## src/boot.hex

```
// boot rom image, one 32-bit word per line, word 0 first
00000297
02028293
30529073
00002537
00050513
000025b7
00458593
0005a603
00060463
0080006f
800002b7
00028067
0000006f
00000013
00000013
00000000

```

## src/mem_pkg.sv

```systemverilog
package mem_pkg;

    //////////////////////////////
    // address map
    //////////////////////////////

    localparam logic [31:0] BTLD_BASE   = 32'h0000_0000;
    localparam logic [31:0] BTLD_END    = 32'h0000_0fff;
    localparam logic [31:0] SRAM_BASE   = 32'h8000_0000;
    localparam logic [31:0] SRAM_END    = 32'h8000_ffff;
    localparam logic [31:0] FLASH_BASE  = 32'h2000_0000;
    localparam logic [31:0] FLASH_END   = 32'h3fff_ffff;
    localparam logic [31:0] PERIPH_BASE = 32'h1000_0000;
    localparam logic [31:0] PERIPH_END  = 32'h1000_1fff;

    // last rom word holds the boot mode
    localparam logic [31:0] BOOT_MODE_ADDR = BTLD_BASE + 32'd60;
    localparam int          BTLD_WORDS     = 16;

    localparam logic [31:0] ERR_RDATA  = 32'hdead_beef;
    localparam int          RESP_DEPTH = 2;

    //////////////////////////////
    // OBI channel
    //////////////////////////////

    typedef struct packed {
        logic        req;
        logic        we;
        logic [3:0]  be;
        logic [31:0] addr;
        logic [31:0] wdata;
    } obi_req_t;

    typedef struct packed {
        logic        gnt;
        logic        rvalid;
        logic [31:0] rdata;
    } obi_rsp_t;

    typedef enum logic [2:0] {
        TGT_BTLD,
        TGT_SRAM,
        TGT_FLASH,
        TGT_PERIPH,
        TGT_ERR
    } target_e;

    typedef enum logic {
        ACC_READ,
        ACC_WRITE
    } access_e;

endpackage

```

## src/bootloader.sv

```systemverilog
module bootloader (
    input  logic              clk_i,
    input  logic              rst_i,

    input  mem_pkg::obi_req_t dmem_req_i,
    output mem_pkg::obi_rsp_t dmem_rsp_o,
    input  mem_pkg::obi_req_t imem_req_i,
    output mem_pkg::obi_rsp_t imem_rsp_o,

    input  logic              copy_flash_i,
    output logic              illegal_write_o
);

    logic [31:0]       rom [mem_pkg::BTLD_WORDS];
    mem_pkg::obi_req_t port_req [2];
    mem_pkg::obi_rsp_t port_rsp [2];
    logic [1:0]        bad_wr;

    initial begin
        $readmemh("/design/src/boot.hex", rom);
    end

    assign port_req[0] = dmem_req_i;
    assign port_req[1] = imem_req_i;
    assign dmem_rsp_o  = port_rsp[0];
    assign imem_rsp_o  = port_rsp[1];

    // two identical read ports, 0 for dmem and 1 for imem
    for (genvar p = 0; p < 2; p++) begin : g_port
        logic        rvalid_q;
        logic [31:0] rdata_q;
        logic [$clog2(mem_pkg::BTLD_WORDS)-1:0] idx;

        assign idx = port_req[p].addr[$clog2(mem_pkg::BTLD_WORDS)+1:2];

        always_ff @(posedge clk_i) begin
            if (rst_i) begin
                rvalid_q <= 1'b0;
            end else begin
                rvalid_q <= port_req[p].req;
            end
        end

        always_ff @(posedge clk_i) begin
            if (port_req[p].req) begin
                if (port_req[p].we) begin
                    // rom stays untouched
                    rdata_q <= mem_pkg::ERR_RDATA;
                end else if (port_req[p].addr == mem_pkg::BOOT_MODE_ADDR) begin
                    rdata_q <= {31'b0, copy_flash_i};
                end else begin
                    rdata_q <= rom[idx];
                end
            end
        end

        assign port_rsp[p] = '{gnt: 1'b1, rvalid: rvalid_q, rdata: rdata_q};
        assign bad_wr[p]   = port_req[p].req && port_req[p].we;
    end

    // flagged in the grant cycle
    assign illegal_write_o = |bad_wr;

endmodule

```

## src/memory_interface_unit.sv

```systemverilog
module memory_interface_unit (
    input  logic              clk_i,
    input  logic              rst_i,

    input  mem_pkg::obi_req_t dmem_req_i,
    output mem_pkg::obi_rsp_t dmem_rsp_o,
    input  mem_pkg::obi_req_t imem_req_i,
    output mem_pkg::obi_rsp_t imem_rsp_o,

    output mem_pkg::obi_req_t sram_d_req_o,
    input  mem_pkg::obi_rsp_t sram_d_rsp_i,
    output mem_pkg::obi_req_t sram_i_req_o,
    input  mem_pkg::obi_rsp_t sram_i_rsp_i,
    output mem_pkg::obi_req_t flash_req_o,
    input  mem_pkg::obi_rsp_t flash_rsp_i,
    output mem_pkg::obi_req_t periph_req_o,
    input  mem_pkg::obi_rsp_t periph_rsp_i,

    input  logic              copy_flash_i,
    output logic              illegal_access_o
);

    mem_pkg::obi_req_t btld_d_req, btld_i_req;
    mem_pkg::obi_rsp_t btld_d_rsp, btld_i_rsp;
    logic              illegal_xbar;
    logic              illegal_boot;

    //////////////////////////////
    // crossbar
    //////////////////////////////

    obi_xbar u_xbar (
        .clk_i,
        .rst_i,
        .dmem_req_i,
        .dmem_rsp_o,
        .imem_req_i,
        .imem_rsp_o,
        .sram_d_req_o,
        .sram_d_rsp_i,
        .sram_i_req_o,
        .sram_i_rsp_i,
        .flash_req_o,
        .flash_rsp_i,
        .periph_req_o,
        .periph_rsp_i,
        .btld_d_req_o (btld_d_req),
        .btld_d_rsp_i (btld_d_rsp),
        .btld_i_req_o (btld_i_req),
        .btld_i_rsp_i (btld_i_rsp),
        .illegal_o    (illegal_xbar)
    );

    //////////////////////////////
    // boot rom
    //////////////////////////////

    bootloader u_btld (
        .clk_i,
        .rst_i,
        .dmem_req_i      (btld_d_req),
        .dmem_rsp_o      (btld_d_rsp),
        .imem_req_i      (btld_i_req),
        .imem_rsp_o      (btld_i_rsp),
        .copy_flash_i,
        .illegal_write_o (illegal_boot)
    );

    assign illegal_access_o = illegal_xbar || illegal_boot;

endmodule

```

## src/obi_addr_decode.sv

```systemverilog
module obi_addr_decode (
    input  logic              [31:0] addr_i,
    input  logic                     we_i,
    input  logic                     is_imem_i,
    output mem_pkg::target_e         target_o,
    output logic                     illegal_o
);

    mem_pkg::target_e hit;
    mem_pkg::access_e acc;

    function automatic logic in_range(logic [31:0] a, logic [31:0] lo, logic [31:0] hi);
        return (a >= lo) && (a <= hi);
    endfunction

    assign acc = we_i ? mem_pkg::ACC_WRITE : mem_pkg::ACC_READ;

    always_comb begin
        if (in_range(addr_i, mem_pkg::BTLD_BASE, mem_pkg::BTLD_END)) begin
            hit = mem_pkg::TGT_BTLD;
        end else if (in_range(addr_i, mem_pkg::SRAM_BASE, mem_pkg::SRAM_END)) begin
            hit = mem_pkg::TGT_SRAM;
        end else if (in_range(addr_i, mem_pkg::FLASH_BASE, mem_pkg::FLASH_END)) begin
            hit = mem_pkg::TGT_FLASH;
        end else if (in_range(addr_i, mem_pkg::PERIPH_BASE, mem_pkg::PERIPH_END)) begin
            hit = mem_pkg::TGT_PERIPH;
        end else begin
            hit = mem_pkg::TGT_ERR;
        end
    end

    always_comb begin
        illegal_o = (hit == mem_pkg::TGT_ERR);
        // read-only regions
        if (acc == mem_pkg::ACC_WRITE &&
            (hit == mem_pkg::TGT_FLASH || hit == mem_pkg::TGT_BTLD)) begin
            illegal_o = 1'b1;
        end
        // fetch port only reads, never reaches peripherals
        if (is_imem_i && (acc == mem_pkg::ACC_WRITE || hit == mem_pkg::TGT_PERIPH)) begin
            illegal_o = 1'b1;
        end
        target_o = illegal_o ? mem_pkg::TGT_ERR : hit;
    end

endmodule

```

## src/obi_resp_router.sv

```systemverilog
module obi_resp_router (
    input  logic              clk_i,
    input  logic              rst_i,

    input  logic              push_i,
    input  mem_pkg::target_e  push_tgt_i,
    output logic              room_o,
    output mem_pkg::target_e  last_tgt_o,
    output logic              empty_o,

    input  mem_pkg::obi_rsp_t sram_rsp_i,
    input  mem_pkg::obi_rsp_t flash_rsp_i,
    input  mem_pkg::obi_rsp_t periph_rsp_i,
    input  mem_pkg::obi_rsp_t btld_rsp_i,
    output mem_pkg::obi_rsp_t rsp_o
);

    typedef logic [$clog2(mem_pkg::RESP_DEPTH)-1:0]   ptr_t;
    typedef logic [$clog2(mem_pkg::RESP_DEPTH+1)-1:0] cnt_t;

    mem_pkg::target_e tgt_q [mem_pkg::RESP_DEPTH];
    ptr_t             wr_q;
    ptr_t             rd_q;
    cnt_t             cnt_q;
    logic             err_q;
    logic             pop;
    mem_pkg::target_e head;

    assign head       = tgt_q[rd_q];
    assign last_tgt_o = tgt_q[wr_q - ptr_t'(1)];
    assign empty_o    = (cnt_q == '0);
    assign room_o     = (cnt_q != cnt_t'(mem_pkg::RESP_DEPTH));
    assign pop        = rsp_o.rvalid;

    always_ff @(posedge clk_i) begin
        if (rst_i) begin
            wr_q  <= '0;
            rd_q  <= '0;
            cnt_q <= '0;
            err_q <= 1'b0;
        end else begin
            // error answer is due the cycle after its grant
            err_q <= push_i && (push_tgt_i == mem_pkg::TGT_ERR);
            if (push_i) begin
                wr_q <= wr_q + ptr_t'(1);
            end
            if (pop) begin
                rd_q <= rd_q + ptr_t'(1);
            end
            if (push_i && !pop) begin
                cnt_q <= cnt_q + cnt_t'(1);
            end else if (pop && !push_i) begin
                cnt_q <= cnt_q - cnt_t'(1);
            end
        end
    end

    always_ff @(posedge clk_i) begin
        if (push_i) begin
            tgt_q[wr_q] <= push_tgt_i;
        end
    end

    // steer the head target's response
    always_comb begin
        rsp_o = '0;
        if (!empty_o) begin
            case (head)
                mem_pkg::TGT_SRAM: begin
                    rsp_o.rvalid = sram_rsp_i.rvalid;
                    rsp_o.rdata  = sram_rsp_i.rdata;
                end
                mem_pkg::TGT_FLASH: begin
                    rsp_o.rvalid = flash_rsp_i.rvalid;
                    rsp_o.rdata  = flash_rsp_i.rdata;
                end
                mem_pkg::TGT_PERIPH: begin
                    rsp_o.rvalid = periph_rsp_i.rvalid;
                    rsp_o.rdata  = periph_rsp_i.rdata;
                end
                mem_pkg::TGT_BTLD: begin
                    rsp_o.rvalid = btld_rsp_i.rvalid;
                    rsp_o.rdata  = btld_rsp_i.rdata;
                end
                default: begin
                    rsp_o.rvalid = err_q;
                    rsp_o.rdata  = mem_pkg::ERR_RDATA;
                end
            endcase
        end
    end

endmodule

```

## src/obi_xbar.sv

```systemverilog
module obi_xbar (
    input  logic              clk_i,
    input  logic              rst_i,

    input  mem_pkg::obi_req_t dmem_req_i,
    output mem_pkg::obi_rsp_t dmem_rsp_o,
    input  mem_pkg::obi_req_t imem_req_i,
    output mem_pkg::obi_rsp_t imem_rsp_o,

    output mem_pkg::obi_req_t sram_d_req_o,
    input  mem_pkg::obi_rsp_t sram_d_rsp_i,
    output mem_pkg::obi_req_t sram_i_req_o,
    input  mem_pkg::obi_rsp_t sram_i_rsp_i,
    output mem_pkg::obi_req_t flash_req_o,
    input  mem_pkg::obi_rsp_t flash_rsp_i,
    output mem_pkg::obi_req_t periph_req_o,
    input  mem_pkg::obi_rsp_t periph_rsp_i,
    output mem_pkg::obi_req_t btld_d_req_o,
    input  mem_pkg::obi_rsp_t btld_d_rsp_i,
    output mem_pkg::obi_req_t btld_i_req_o,
    input  mem_pkg::obi_rsp_t btld_i_rsp_i,

    output logic              illegal_o
);

    typedef logic [$clog2(2 * mem_pkg::RESP_DEPTH)-1:0] own_ptr_t;

    mem_pkg::target_e  d_tgt, i_tgt, d_last, i_last;
    logic              d_ill, i_ill;
    logic              d_room, i_room, d_empty, i_empty;
    logic              d_go, i_go;
    logic              d_flash, i_flash, i_flash_sel;
    logic              d_tgt_gnt, i_tgt_gnt;
    logic              d_gnt, i_gnt;
    logic              i_own_q;
    mem_pkg::obi_rsp_t d_rsp, i_rsp;
    mem_pkg::obi_rsp_t flash_d_rsp, flash_i_rsp;
    mem_pkg::obi_rsp_t no_rsp;

    // flash response owners, 1 means imem
    logic              own_q [2 * mem_pkg::RESP_DEPTH];
    own_ptr_t          own_wr_q, own_rd_q;

    //////////////////////////////
    // decode and issue check
    //////////////////////////////

    obi_addr_decode u_dec_d (
        .addr_i    (dmem_req_i.addr),
        .we_i      (dmem_req_i.we),
        .is_imem_i (1'b0),
        .target_o  (d_tgt),
        .illegal_o (d_ill)
    );

    obi_addr_decode u_dec_i (
        .addr_i    (imem_req_i.addr),
        .we_i      (imem_req_i.we),
        .is_imem_i (1'b1),
        .target_o  (i_tgt),
        .illegal_o (i_ill)
    );

    // hold off while the router is full or busy with another target
    assign d_go = dmem_req_i.req && d_room && (d_empty || d_last == d_tgt);
    assign i_go = imem_req_i.req && i_room && (i_empty || i_last == i_tgt);

    //////////////////////////////
    // flash arbitration
    //////////////////////////////

    assign d_flash = d_go && (d_tgt == mem_pkg::TGT_FLASH);
    assign i_flash = i_go && (i_tgt == mem_pkg::TGT_FLASH);

    // dmem first, unless imem is already waiting on flash gnt
    assign i_flash_sel = i_flash && (i_own_q || !d_flash);

    always_ff @(posedge clk_i) begin
        if (rst_i) begin
            i_own_q  <= 1'b0;
            own_wr_q <= '0;
            own_rd_q <= '0;
        end else begin
            i_own_q <= i_flash_sel && !flash_rsp_i.gnt;
            if (flash_req_o.req && flash_rsp_i.gnt) begin
                own_wr_q <= own_wr_q + own_ptr_t'(1);
            end
            if (flash_rsp_i.rvalid) begin
                own_rd_q <= own_rd_q + own_ptr_t'(1);
            end
        end
    end

    always_ff @(posedge clk_i) begin
        if (flash_req_o.req && flash_rsp_i.gnt) begin
            own_q[own_wr_q] <= i_flash_sel;
        end
    end

    always_comb begin
        flash_d_rsp        = flash_rsp_i;
        flash_i_rsp        = flash_rsp_i;
        flash_d_rsp.rvalid = flash_rsp_i.rvalid && !own_q[own_rd_q];
        flash_i_rsp.rvalid = flash_rsp_i.rvalid && own_q[own_rd_q];
    end

    //////////////////////////////
    // request forwarding
    //////////////////////////////

    always_comb begin
        sram_d_req_o     = dmem_req_i;
        sram_d_req_o.req = d_go && (d_tgt == mem_pkg::TGT_SRAM);
        btld_d_req_o     = dmem_req_i;
        btld_d_req_o.req = d_go && (d_tgt == mem_pkg::TGT_BTLD);
        periph_req_o     = dmem_req_i;
        periph_req_o.req = d_go && (d_tgt == mem_pkg::TGT_PERIPH);
        sram_i_req_o     = imem_req_i;
        sram_i_req_o.req = i_go && (i_tgt == mem_pkg::TGT_SRAM);
        btld_i_req_o     = imem_req_i;
        btld_i_req_o.req = i_go && (i_tgt == mem_pkg::TGT_BTLD);
        flash_req_o      = i_flash_sel ? imem_req_i : dmem_req_i;
        flash_req_o.req  = d_flash || i_flash;
    end

    // illegal requests take the default, granted without a target
    always_comb begin
        case (d_tgt)
            mem_pkg::TGT_SRAM:   d_tgt_gnt = sram_d_rsp_i.gnt;
            mem_pkg::TGT_BTLD:   d_tgt_gnt = btld_d_rsp_i.gnt;
            mem_pkg::TGT_FLASH:  d_tgt_gnt = flash_rsp_i.gnt && !i_flash_sel;
            mem_pkg::TGT_PERIPH: d_tgt_gnt = periph_rsp_i.gnt;
            default:             d_tgt_gnt = 1'b1;
        endcase
        case (i_tgt)
            mem_pkg::TGT_SRAM:   i_tgt_gnt = sram_i_rsp_i.gnt;
            mem_pkg::TGT_BTLD:   i_tgt_gnt = btld_i_rsp_i.gnt;
            mem_pkg::TGT_FLASH:  i_tgt_gnt = flash_rsp_i.gnt && i_flash_sel;
            default:             i_tgt_gnt = 1'b1;
        endcase
    end

    assign d_gnt = d_go && d_tgt_gnt;
    assign i_gnt = i_go && i_tgt_gnt;

    assign illegal_o = (d_gnt && d_ill) || (i_gnt && i_ill);

    //////////////////////////////
    // response return
    //////////////////////////////

    assign no_rsp = '0;

    obi_resp_router u_rsp_d (
        .clk_i,
        .rst_i,
        .push_i       (d_gnt),
        .push_tgt_i   (d_tgt),
        .room_o       (d_room),
        .last_tgt_o   (d_last),
        .empty_o      (d_empty),
        .sram_rsp_i   (sram_d_rsp_i),
        .flash_rsp_i  (flash_d_rsp),
        .periph_rsp_i (periph_rsp_i),
        .btld_rsp_i   (btld_d_rsp_i),
        .rsp_o        (d_rsp)
    );

    obi_resp_router u_rsp_i (
        .clk_i,
        .rst_i,
        .push_i       (i_gnt),
        .push_tgt_i   (i_tgt),
        .room_o       (i_room),
        .last_tgt_o   (i_last),
        .empty_o      (i_empty),
        .sram_rsp_i   (sram_i_rsp_i),
        .flash_rsp_i  (flash_i_rsp),
        .periph_rsp_i (no_rsp),
        .btld_rsp_i   (btld_i_rsp_i),
        .rsp_o        (i_rsp)
    );

    assign dmem_rsp_o = '{gnt: d_gnt, rvalid: d_rsp.rvalid, rdata: d_rsp.rdata};
    assign imem_rsp_o = '{gnt: i_gnt, rvalid: i_rsp.rvalid, rdata: i_rsp.rdata};

endmodule

```

## config.mk

```make
export PLATFORM = sky130hd
export DESIGN_NAME = memory_interface_unit
export DESIGN_NICKNAME = d
export VERILOG_FILES = /design/src/mem_pkg.sv /design/src/bootloader.sv /design/src/memory_interface_unit.sv /design/src/obi_addr_decode.sv /design/src/obi_resp_router.sv /design/src/obi_xbar.sv
export SDC_FILE = /design/constraint.sdc
export NUM_CORES = 1
export LEC_CHECK = 0
export ABC_AREA = 1
export ABC_CLOCK_PERIOD_IN_PS = 3100
export BUFFER_PORTS_ARGS = -buffer_cell sky130_fd_sc_hd__buf_2
export CAP_MARGIN = 25
export CORE_AREA = 2 2 243 245
export CTS_BUF_LIST = sky130_fd_sc_hd__clkbuf_16
export DETAILED_ROUTE_END_ITERATION = 6
export DIE_AREA = 0 0 245 247
export PLACE_DENSITY = 0.31
export SETUP_SLACK_MARGIN = 0.5
export SYNTH_ARGS = -nofsm -noshare
export SYNTH_HDL_FRONTEND = slang
export SYNTH_SLANG_ARGS = --single-unit
```

## constraint.sdc

```tcl
create_clock -name clk_i -period 3.1 [get_ports clk_i]
set_input_delay 0.31 -clock clk_i [delete_from_list [all_inputs] [get_ports clk_i]]
set_output_delay 0.31 -clock clk_i [all_outputs]
set_load 0.01 [all_outputs]
```

# [Word level (Yosys, flattened, before mapping)]
# Memories as Yosys holds them, arrays and structs flattened. A register that Yosys moved wholly into a read port is not among the register bits.
# Index checks and enable logic that the tools add are counted.
[totals] register_bits=81 latch_bits=0 mem_bits_rw=16 romBits=0 out_inout_bits=349 n_memories=3
[memory_table] name="u_xbar.u_rsp_d.tgt_q" depth=2 word_bits=3 rd=2 rd_ports_with_merged_regs=1 write_ports=1 line="obi_resp_router.sv:21" text="mem_pkg::target_e tgt_q [mem_pkg::RESP_DEPTH];"
[memory_table] name="u_xbar.u_rsp_i.tgt_q" depth=2 word_bits=3 rd=2 rd_ports_with_merged_regs=1 write_ports=1 line="obi_resp_router.sv:21"
[memory_table] name="u_xbar.own_q" depth=4 word_bits=1 rd=1 rd_ports_with_merged_regs=1 write_ports=1 line="obi_xbar.sv:41" text="logic own_q [2 * mem_pkg::RESP_DEPTH];"
[classes] add_sub_neg=12 mul=0 div_mod_pow=0 order_cmp=16 n_eq_ne=24 shift=0 mux=40 n_bitwise=0 n_reduce_logical=70
[ops] op="$pmux W33 S4" n=2
[ops] op="$mux W69" n=1
[ops] op="$mux W33" n=2
[ops] op="$eq A32 B6 Y1 const B" n=2
[ops] op="$ge A32 B1 Y1 const B" n=2
[ops] op="$ge A32 B29 Y1 const B" n=2
[ops] op="$ge A32 B30 Y1 const B" n=2
[ops] op="$ge A32 B32 Y1 const B" n=2
[ops] op="$le A32 B12 Y1 const B" n=2
[ops] op="$le A32 B29 Y1 const B" n=2
[ops] op="$le A32 B30 Y1 const B" n=2
[ops] op="$le A32 B32 Y1 const B" n=2
[ops] op="$mux W32" n=2
[ops] op="$logic_and A1 B1 Y1" n=40
[ops] op="$eq A3 B2 Y1 const B" n=10
[ops] op="$mux W3" n=10
[ops] op="$logic_not A3 Y1" n=6
[ops] op="$mux W1" n=15
[ops] op="$eq A3 B1 Y1 const B" n=4
[ops] op="$eq A3 B3 Y1 const B" n=4
[ops] op="$mux W2" n=6
[ops] op="$logic_or A1 B1 Y1" n=9
[ops] op="$add A2 B1 Y2 const B" n=4
[ops] op="$logic_not A1 Y1" n=8
[ops] op="other kinds (10)" n=21

# [Depth between registers and ports, before layout]
[depth] word_depth=26 ltp_mapped=23

# [Cells and area by module]
# From an unflattened synthesis, not the netlist that was laid out.
[hier_totals] hier_cells=1327 area_unflattened_um2=8674.6
[modules_own_cells] module="obi_xbar" n_inst=1 cells_per_inst=692 area_each_um2=4371.7 seq_area_each_um2=260.2
[modules_own_cells] module="obi_resp_router" n_inst=2 cells_per_inst=233 area_each_um2=1611.5 seq_area_each_um2=300.3
[modules_own_cells] module="bootloader" n_inst=1 cells_per_inst=84 area_each_um2=693.2 seq_area_each_um2=160.2
[modules_own_cells] module="obi_addr_decode" n_inst=2 cells_per_inst=41 area_each_um2=187.7 seq_area_each_um2=0.0
[modules_own_cells] module="memory_interface_unit" n_inst=1 cells_per_inst=3 area_each_um2=11.3 seq_area_each_um2=0.0

# [Worst setup path after synthesis]
# No wires, ideal clock.
[synth_path] path_kind="input to register" from="input imem_req_i[46] (netlist bit)" to="register u_xbar.u_rsp_d.cnt_q[1]" setup_ns=0.122 arrival_time_ns=2.416 setup_slack_ns=0.562 stages=22 cell_sequence="inv_1 nand2_1 nor2_1 inv_1 o21a_1 nor2_1 nand2_2 nand2_1 nand2_1 o21ai_2 nand2_2 nor2_4 nand2_2 nand2_1 nand2_1 nand2_1 inv_1 ha_1 a21oi_1 o21ai_0 o21ai_0 a21oi_1"
[synth_via] elab_chain_len=24
[synth_lines] element="start: declaration" line="memory_interface_unit.sv:7" text="input mem_pkg::obi_req_t imem_req_i,"
[synth_lines] element="$ge A32 B29 Y1 or $le A32 B29 Y1 (tied branches)" line="obi_addr_decode.sv:13" text="return (a >= lo) && (a <= hi);"
[synth_lines] element="$logic_and A1 B1 Y1" line="obi_addr_decode.sv:13"
[synth_lines] element="$mux W3" line="obi_addr_decode.sv:25" text="end else if (in_range(addr_i, mem_pkg::PERIPH_BASE, mem_pkg::PERIPH_END)) begin"
[synth_lines] element="$mux W3" line="obi_addr_decode.sv:23" text="end else if (in_range(addr_i, mem_pkg::FLASH_BASE, mem_pkg::FLASH_END)) begin"
[synth_lines] element="$mux W3" line="obi_addr_decode.sv:21" text="end else if (in_range(addr_i, mem_pkg::SRAM_BASE, mem_pkg::SRAM_END)) begin"
[synth_lines] element="$mux W3 (*)" line="obi_addr_decode.sv:19" text="if (in_range(addr_i, mem_pkg::BTLD_BASE, mem_pkg::BTLD_END)) begin"
[synth_lines] element="$eq A3 B2 Y1 or $logic_not A3 Y1 (tied branches)" line="obi_addr_decode.sv:36" text="(hit == mem_pkg::TGT_FLASH || hit == mem_pkg::TGT_BTLD)) begin"
[synth_lines] element="$logic_or A1 B1 Y1" line="obi_addr_decode.sv:36"
[synth_lines] element="(+9 left out)"
[synth_lines] element="$logic_not A1 Y1 (*)" line="obi_xbar.sv:131" text="mem_pkg::TGT_FLASH: d_tgt_gnt = flash_rsp_i.gnt && !i_flash_sel;"
[synth_lines] element="$logic_and A1 B1 Y1 (*)" line="obi_xbar.sv:131"
[synth_lines] element="$pmux W1 S3 (*)" line="obi_xbar.sv:128" text="case (d_tgt)"
[synth_lines] element="$logic_and A1 B1 Y1 (*)" line="obi_xbar.sv:143" text="assign d_gnt = d_go && d_tgt_gnt;"
[synth_lines] element="net u_xbar.d_gnt" line="obi_xbar.sv:34" text="logic d_gnt, i_gnt;"
[synth_lines] element="$logic_not A1 Y1" line="obi_resp_router.sv:52" text="end else if (pop && !push_i) begin"
[synth_lines] element="$logic_and A1 B1 Y1" line="obi_resp_router.sv:52"
[synth_lines] element="$reduce_bool A2 Y1 (no line)"
[synth_lines] element="end signal: assignment" line="obi_resp_router.sv:51" text="cnt_q <= cnt_q + cnt_t'(1);"
[synth_lines] element="end signal: assignment" line="obi_resp_router.sv:53" text="cnt_q <= cnt_q - cnt_t'(1);"
[synth_lines] element="end: declaration" line="obi_resp_router.sv:24" text="cnt_t cnt_q;"
# Mark *: on every way through the listed nets, which the timed path passes. The rest lies on a longest branch.
# A chain may end at the register's enable or synchronous reset.

==> out/summary.json <==
{
  "outcome": {
    "run_status": "finished, final reports clean"
  },
  "place": {
    "place.detailed.hpwl_um": 40480,
    "buffer_ports.inserted": 627,
    "placed_cells": 2208,
    "place_congestion": 0.8715
  },
  "yosys": {
    "yosys_register_bits": 41,
    "postSynthNetCount": 1262,
    "avg_inst_size_synth_sq_um": 6.087,
    "synth_sequential_area_ratio": 0.1717,
    "post_synth_inst_count": 977,
    "synth_cell_types": 39,
    "area_of_the_mapped_netlist_sq_um": 5947,
    "ys.warnings.count": 0
  },
  "critical_path": {
    "r2r_setup_slk_ns": 0.64,
    "critical_path_required_ns": 2.79,
    "reg2reg_from": "u_xbar.u_rsp_i.tgt_q[1][0]",
    "crit_path_start_kind": "input port",
    "r2r.worst_path.cells": 18,
    "critPathCaptureType": "primary output",
    "critical_path.reg2reg.endpoint": "u_xbar.u_rsp_i.cnt_q[1]",
    "criticalPathCategory": "input port to primary output",
    "arrival_ns": 2.46,
    "path_max_fanout": 8
  },
  "timing": {
    "final-setup-viol-count": 0,
    "final-hold-violation-count": 0,
    "setup_tns_ns": 0,
    "timing.max_slew.rel_slack": 0.6255,
    "worst_clock_skew_ns": 0.002720,
    "achievable-frequency_ghz": 0.3609,
    "max_slew.worst_pin.slew_ns": 0.5574,
    "unrepaired_setup_endpoints_after_global_routing": "yes",
    "fin_crit_sh": 0.8937,
    "slew_viol_final": 0,
    "fin_crit_ns": 2.771
  },
  "cts": {
    "tritoncts": "yes",
    "tritoncts.num_buffers": 5,
    "clk_path_buf_depth": 2,
    "clock-root-buffer": "clkbuf_16",
    "path_clk_slew_ns": 0.06,
    "worstSkewPairLatency_ns": 0.28,
    "cts_max_level": 2,
    "clock_sink_count": 41
  },
  "routing": {
    "wl_per_cell_um": 20.89,
    "antenna_left": 0,
    "drt-initial-drc-count": 317,
    "routed_wirelength_um": 46990,
    "drc_errors": 0,
    "detailedRoute.firstPassIterationCount": 6,
    "dr_total_vias": 8388,
    "post_drt_via_cell_ratio": 3.730
  },
  "worst_hold_path": {
    "hold-path-endpoint": "u_xbar.i_own_q",
    "hold_path_depth": 2,
    "hold_path.class": "input port to register",
    "min-delay-start": "flash_rsp_i[33]"
  },
  "floorplan": {
    "pin_count": 628,
    "die_y_um": 247,
    "fp-row-count": 89,
    "design.die.area_sq_um": 60520,
    "die_w_um": 245,
    "floorplan.initialDensity": 0.1021,
    "placeableCoreArea_sq_um": 58240
  },
  "flow_run": {
    "cap_viol_max_count": 0
  },
  "pwr": {
    "powerDensity_nw_per_um2": 407.4,
    "power.leakage_uw": 0.005526,
    "irDropWorstVdd_uv": 238.0
  },
  "grt": {
    "grt_start_max_net_pins": 33,
    "groute.usage.overall": 0.1452,
    "vias_in_the_first_global_route": 8126,
    "antenna_found_initial": 15,
    "wire_length_of_the_first_global_routing_pass_um": 62300,
    "global_route.overflow_total": 0
  },
  "finish": {
    "share_of_post_route_cells_with_drive_strength_above_1": 0.6240,
    "net_count_of_the_finished_layout": 1760,
    "postLayoutCoreUtil": 0.1828,
    "insertedDiodeCount": 0,
    "final_cells": 2249,
    "synthToLayoutAreaGrowth_pct": 79.02
  }
}
[Yosys cell counts]
master / count / area share
a221oi_1: 1 / 0.0015
nor2_1: 65 / 0.041
nor2_4: 1 / 0.0019
nor3_4: 1 / 0.0027
o2111ai_1: 1 / 0.0015
o21ai_0: 29 / 0.024
edfxtp_1: 20 / 0.10
buf_6: 3 / 0.0057
a22oi_1: 44 / 0.056
a41oi_1: 12 / 0.018
nor4_1: 2 / 0.0021
nand2_1: 324 / 0.20
dfxtp_1: 21 / 0.071
nand4_1: 2 / 0.0021
nand4_2: 1 / 0.0021
a21boi_0: 1 / 0.0013
buf_2: 8 / 0.0067
nor3_1: 11 / 0.0093
inv_1: 72 / 0.045
nor2_2: 2 / 0.0021
clkbuf_1: 26 / 0.016
o21ai_1: 5 / 0.0042
o21ai_2: 1 / 0.0015
xor2_1: 2 / 0.0029
and3_1: 1 / 0.0011
nor3_2: 1 / 0.0017
a21oi_1: 40 / 0.034
buf_4: 212 / 0.27
nand3_2: 1 / 0.0017
a22o_1: 1 / 0.0015
ha_1: 6 / 0.013
o21a_1: 1 / 0.0013
o22ai_2: 1 / 0.0021
o211ai_1: 3 / 0.0038
nand2_2: 7 / 0.0074
nand3_1: 25 / 0.021
clkinv_1: 2 / 0.0013
a31oi_1: 14 / 0.015
inv_2: 7 / 0.0044
[registers in the layout (all words and copies together) (netlist names), 2 cells and up, named ones only]
register and flops:
u_btld.g_port.rvalid_q 2, u_xbar.own_rd_q 2, u_xbar.u_rsp_i.cnt_q 2, u_xbar.u_rsp_d.tgt_q 6
u_xbar.u_rsp_i.tgt_q 6, u_xbar.own_wr_q 2, u_xbar.u_rsp_d.cnt_q 2, u_xbar.own_q 4
u_btld.g_port.rdata_q 4
[worst max path at each step]
stage / start / to / slack (ns) / cells past startpoint
after floorplan: imem_req_i[46] / u_xbar.u_rsp_d.cnt_q[1] / 0.56 / 22
after global placement: dmem_req_i[46] / flash_req_o[60] / -0.32 / 19
after detailed placement: dmem_req_i[46] / flash_req_o[60] / -0.29 / 19
after CTS: dmem_req_i[47] / flash_req_o[32] / 0.29 / 22
after global routing: dmem_req_i[46] / flash_req_o[41] / 0.16 / 21
final: imem_req_i[50] / flash_req_o[27] / 0.33 / 20
[layout make-up]
class / count / area, sq um
fill: 6782 / 47590
timing repair buffer: 740 / 4626
multi-input combinational: 606 / 3568
sequential: 41 / 1026
tap: 773 / 967.2
inverter: 81 / 321.6
clock buffer: 5 / 125.1
clock inverter: 3 / 12.51
[logic make-up (layout without fill, tap and decap cells)]
group           count (synthesis)  count (layout)  share of synthesized area
buf+inv                       330             829                     0.3476
flops                          41              41                     0.1717
compound gates                154             154                     0.1645
fa+ha+maj                       6               6                    0.01262
simple gates                  444             444                     0.3007
xor+xnor                        2               2                   0.002946
[placed cells by master (no fill, tap or decap), types with 17 or more instances in the layout]
cell,n
nand2_4,26
buf_2,588
nor2_2,18
dfxtp_1,17
a22oi_1,44
buf_4,90
buf_6,33
nand2_1,241
nor2_1,37
nand2_2,63
nand3_1,19
inv_1,62
o21ai_1,17
a21oi_1,37
edfxtp_1,20
[worst max-delay path: stages]
cell and delay, ns:
buf_2 0.13, nor2_1 0.16, nand3_4 0.14, nor2_4 0.12, nand2_1 0.07, nor2_2 0.11
nand2_2 0.07, nand2_1 0.05, nand2_1 0.07, o21ai_2 0.15, nand2_2 0.09, nor2_4 0.14
nand2_4 0.08, buf_6 0.13, clkinv_8 0.08, buf_12 0.16, clkbuf_16 0.16, nand2_2 0.04
nand2_1 0.05, buf_2 0.12
[metrics by stage]
| step | total power [uW] | area [sq um] | hold slack (ns) | setup slack [ns] |
|---|---|---|---|---|
| finish | 4338 | 10650 | 0.2474 | 0.3294 |
| global route | 4672 | 10650 | 0.2488 | 0.1645 |
| CTS | 4239 | 9966 | 0.2471 | 0.2865 |
| detailed placement | 3573 | 9009 | 0.4397 | -0.2856 |
| global placement | 3588 | 9009 | 0.4317 | -0.3199 |
| floorplan | 2195 | 5947 | 0.3824 | 0.5619 |
[routing by layer]
layer	vias to the layer above	routed length, um	global-route usage
li1	3935	-	-
met1	3939	17380	0.1557
met2	456	25800	0.2953
met3	52	2746	0.01997
met4	6	1026	0.03210
met5	-	36	0
[what timing repair did]
action,4_1_cts,5_1_grt
setup endpoints to repair,95,134
setup buffers,12,12
gates cloned,7,2
hold buffers,0,0
resized for setup,147,150
pin swaps,20,45
[report_power, final]
| part | internal (uW) | switching, uW | leakage [uW] |
|---|---|---|---|
| registers | 655 | 66.8 | 0.000355 |
| clock network | 291 | 203 | 0.0000687 |
| logic | 1220 | 1910 | 0.00510 |
(Power assumes the default switching activity.)
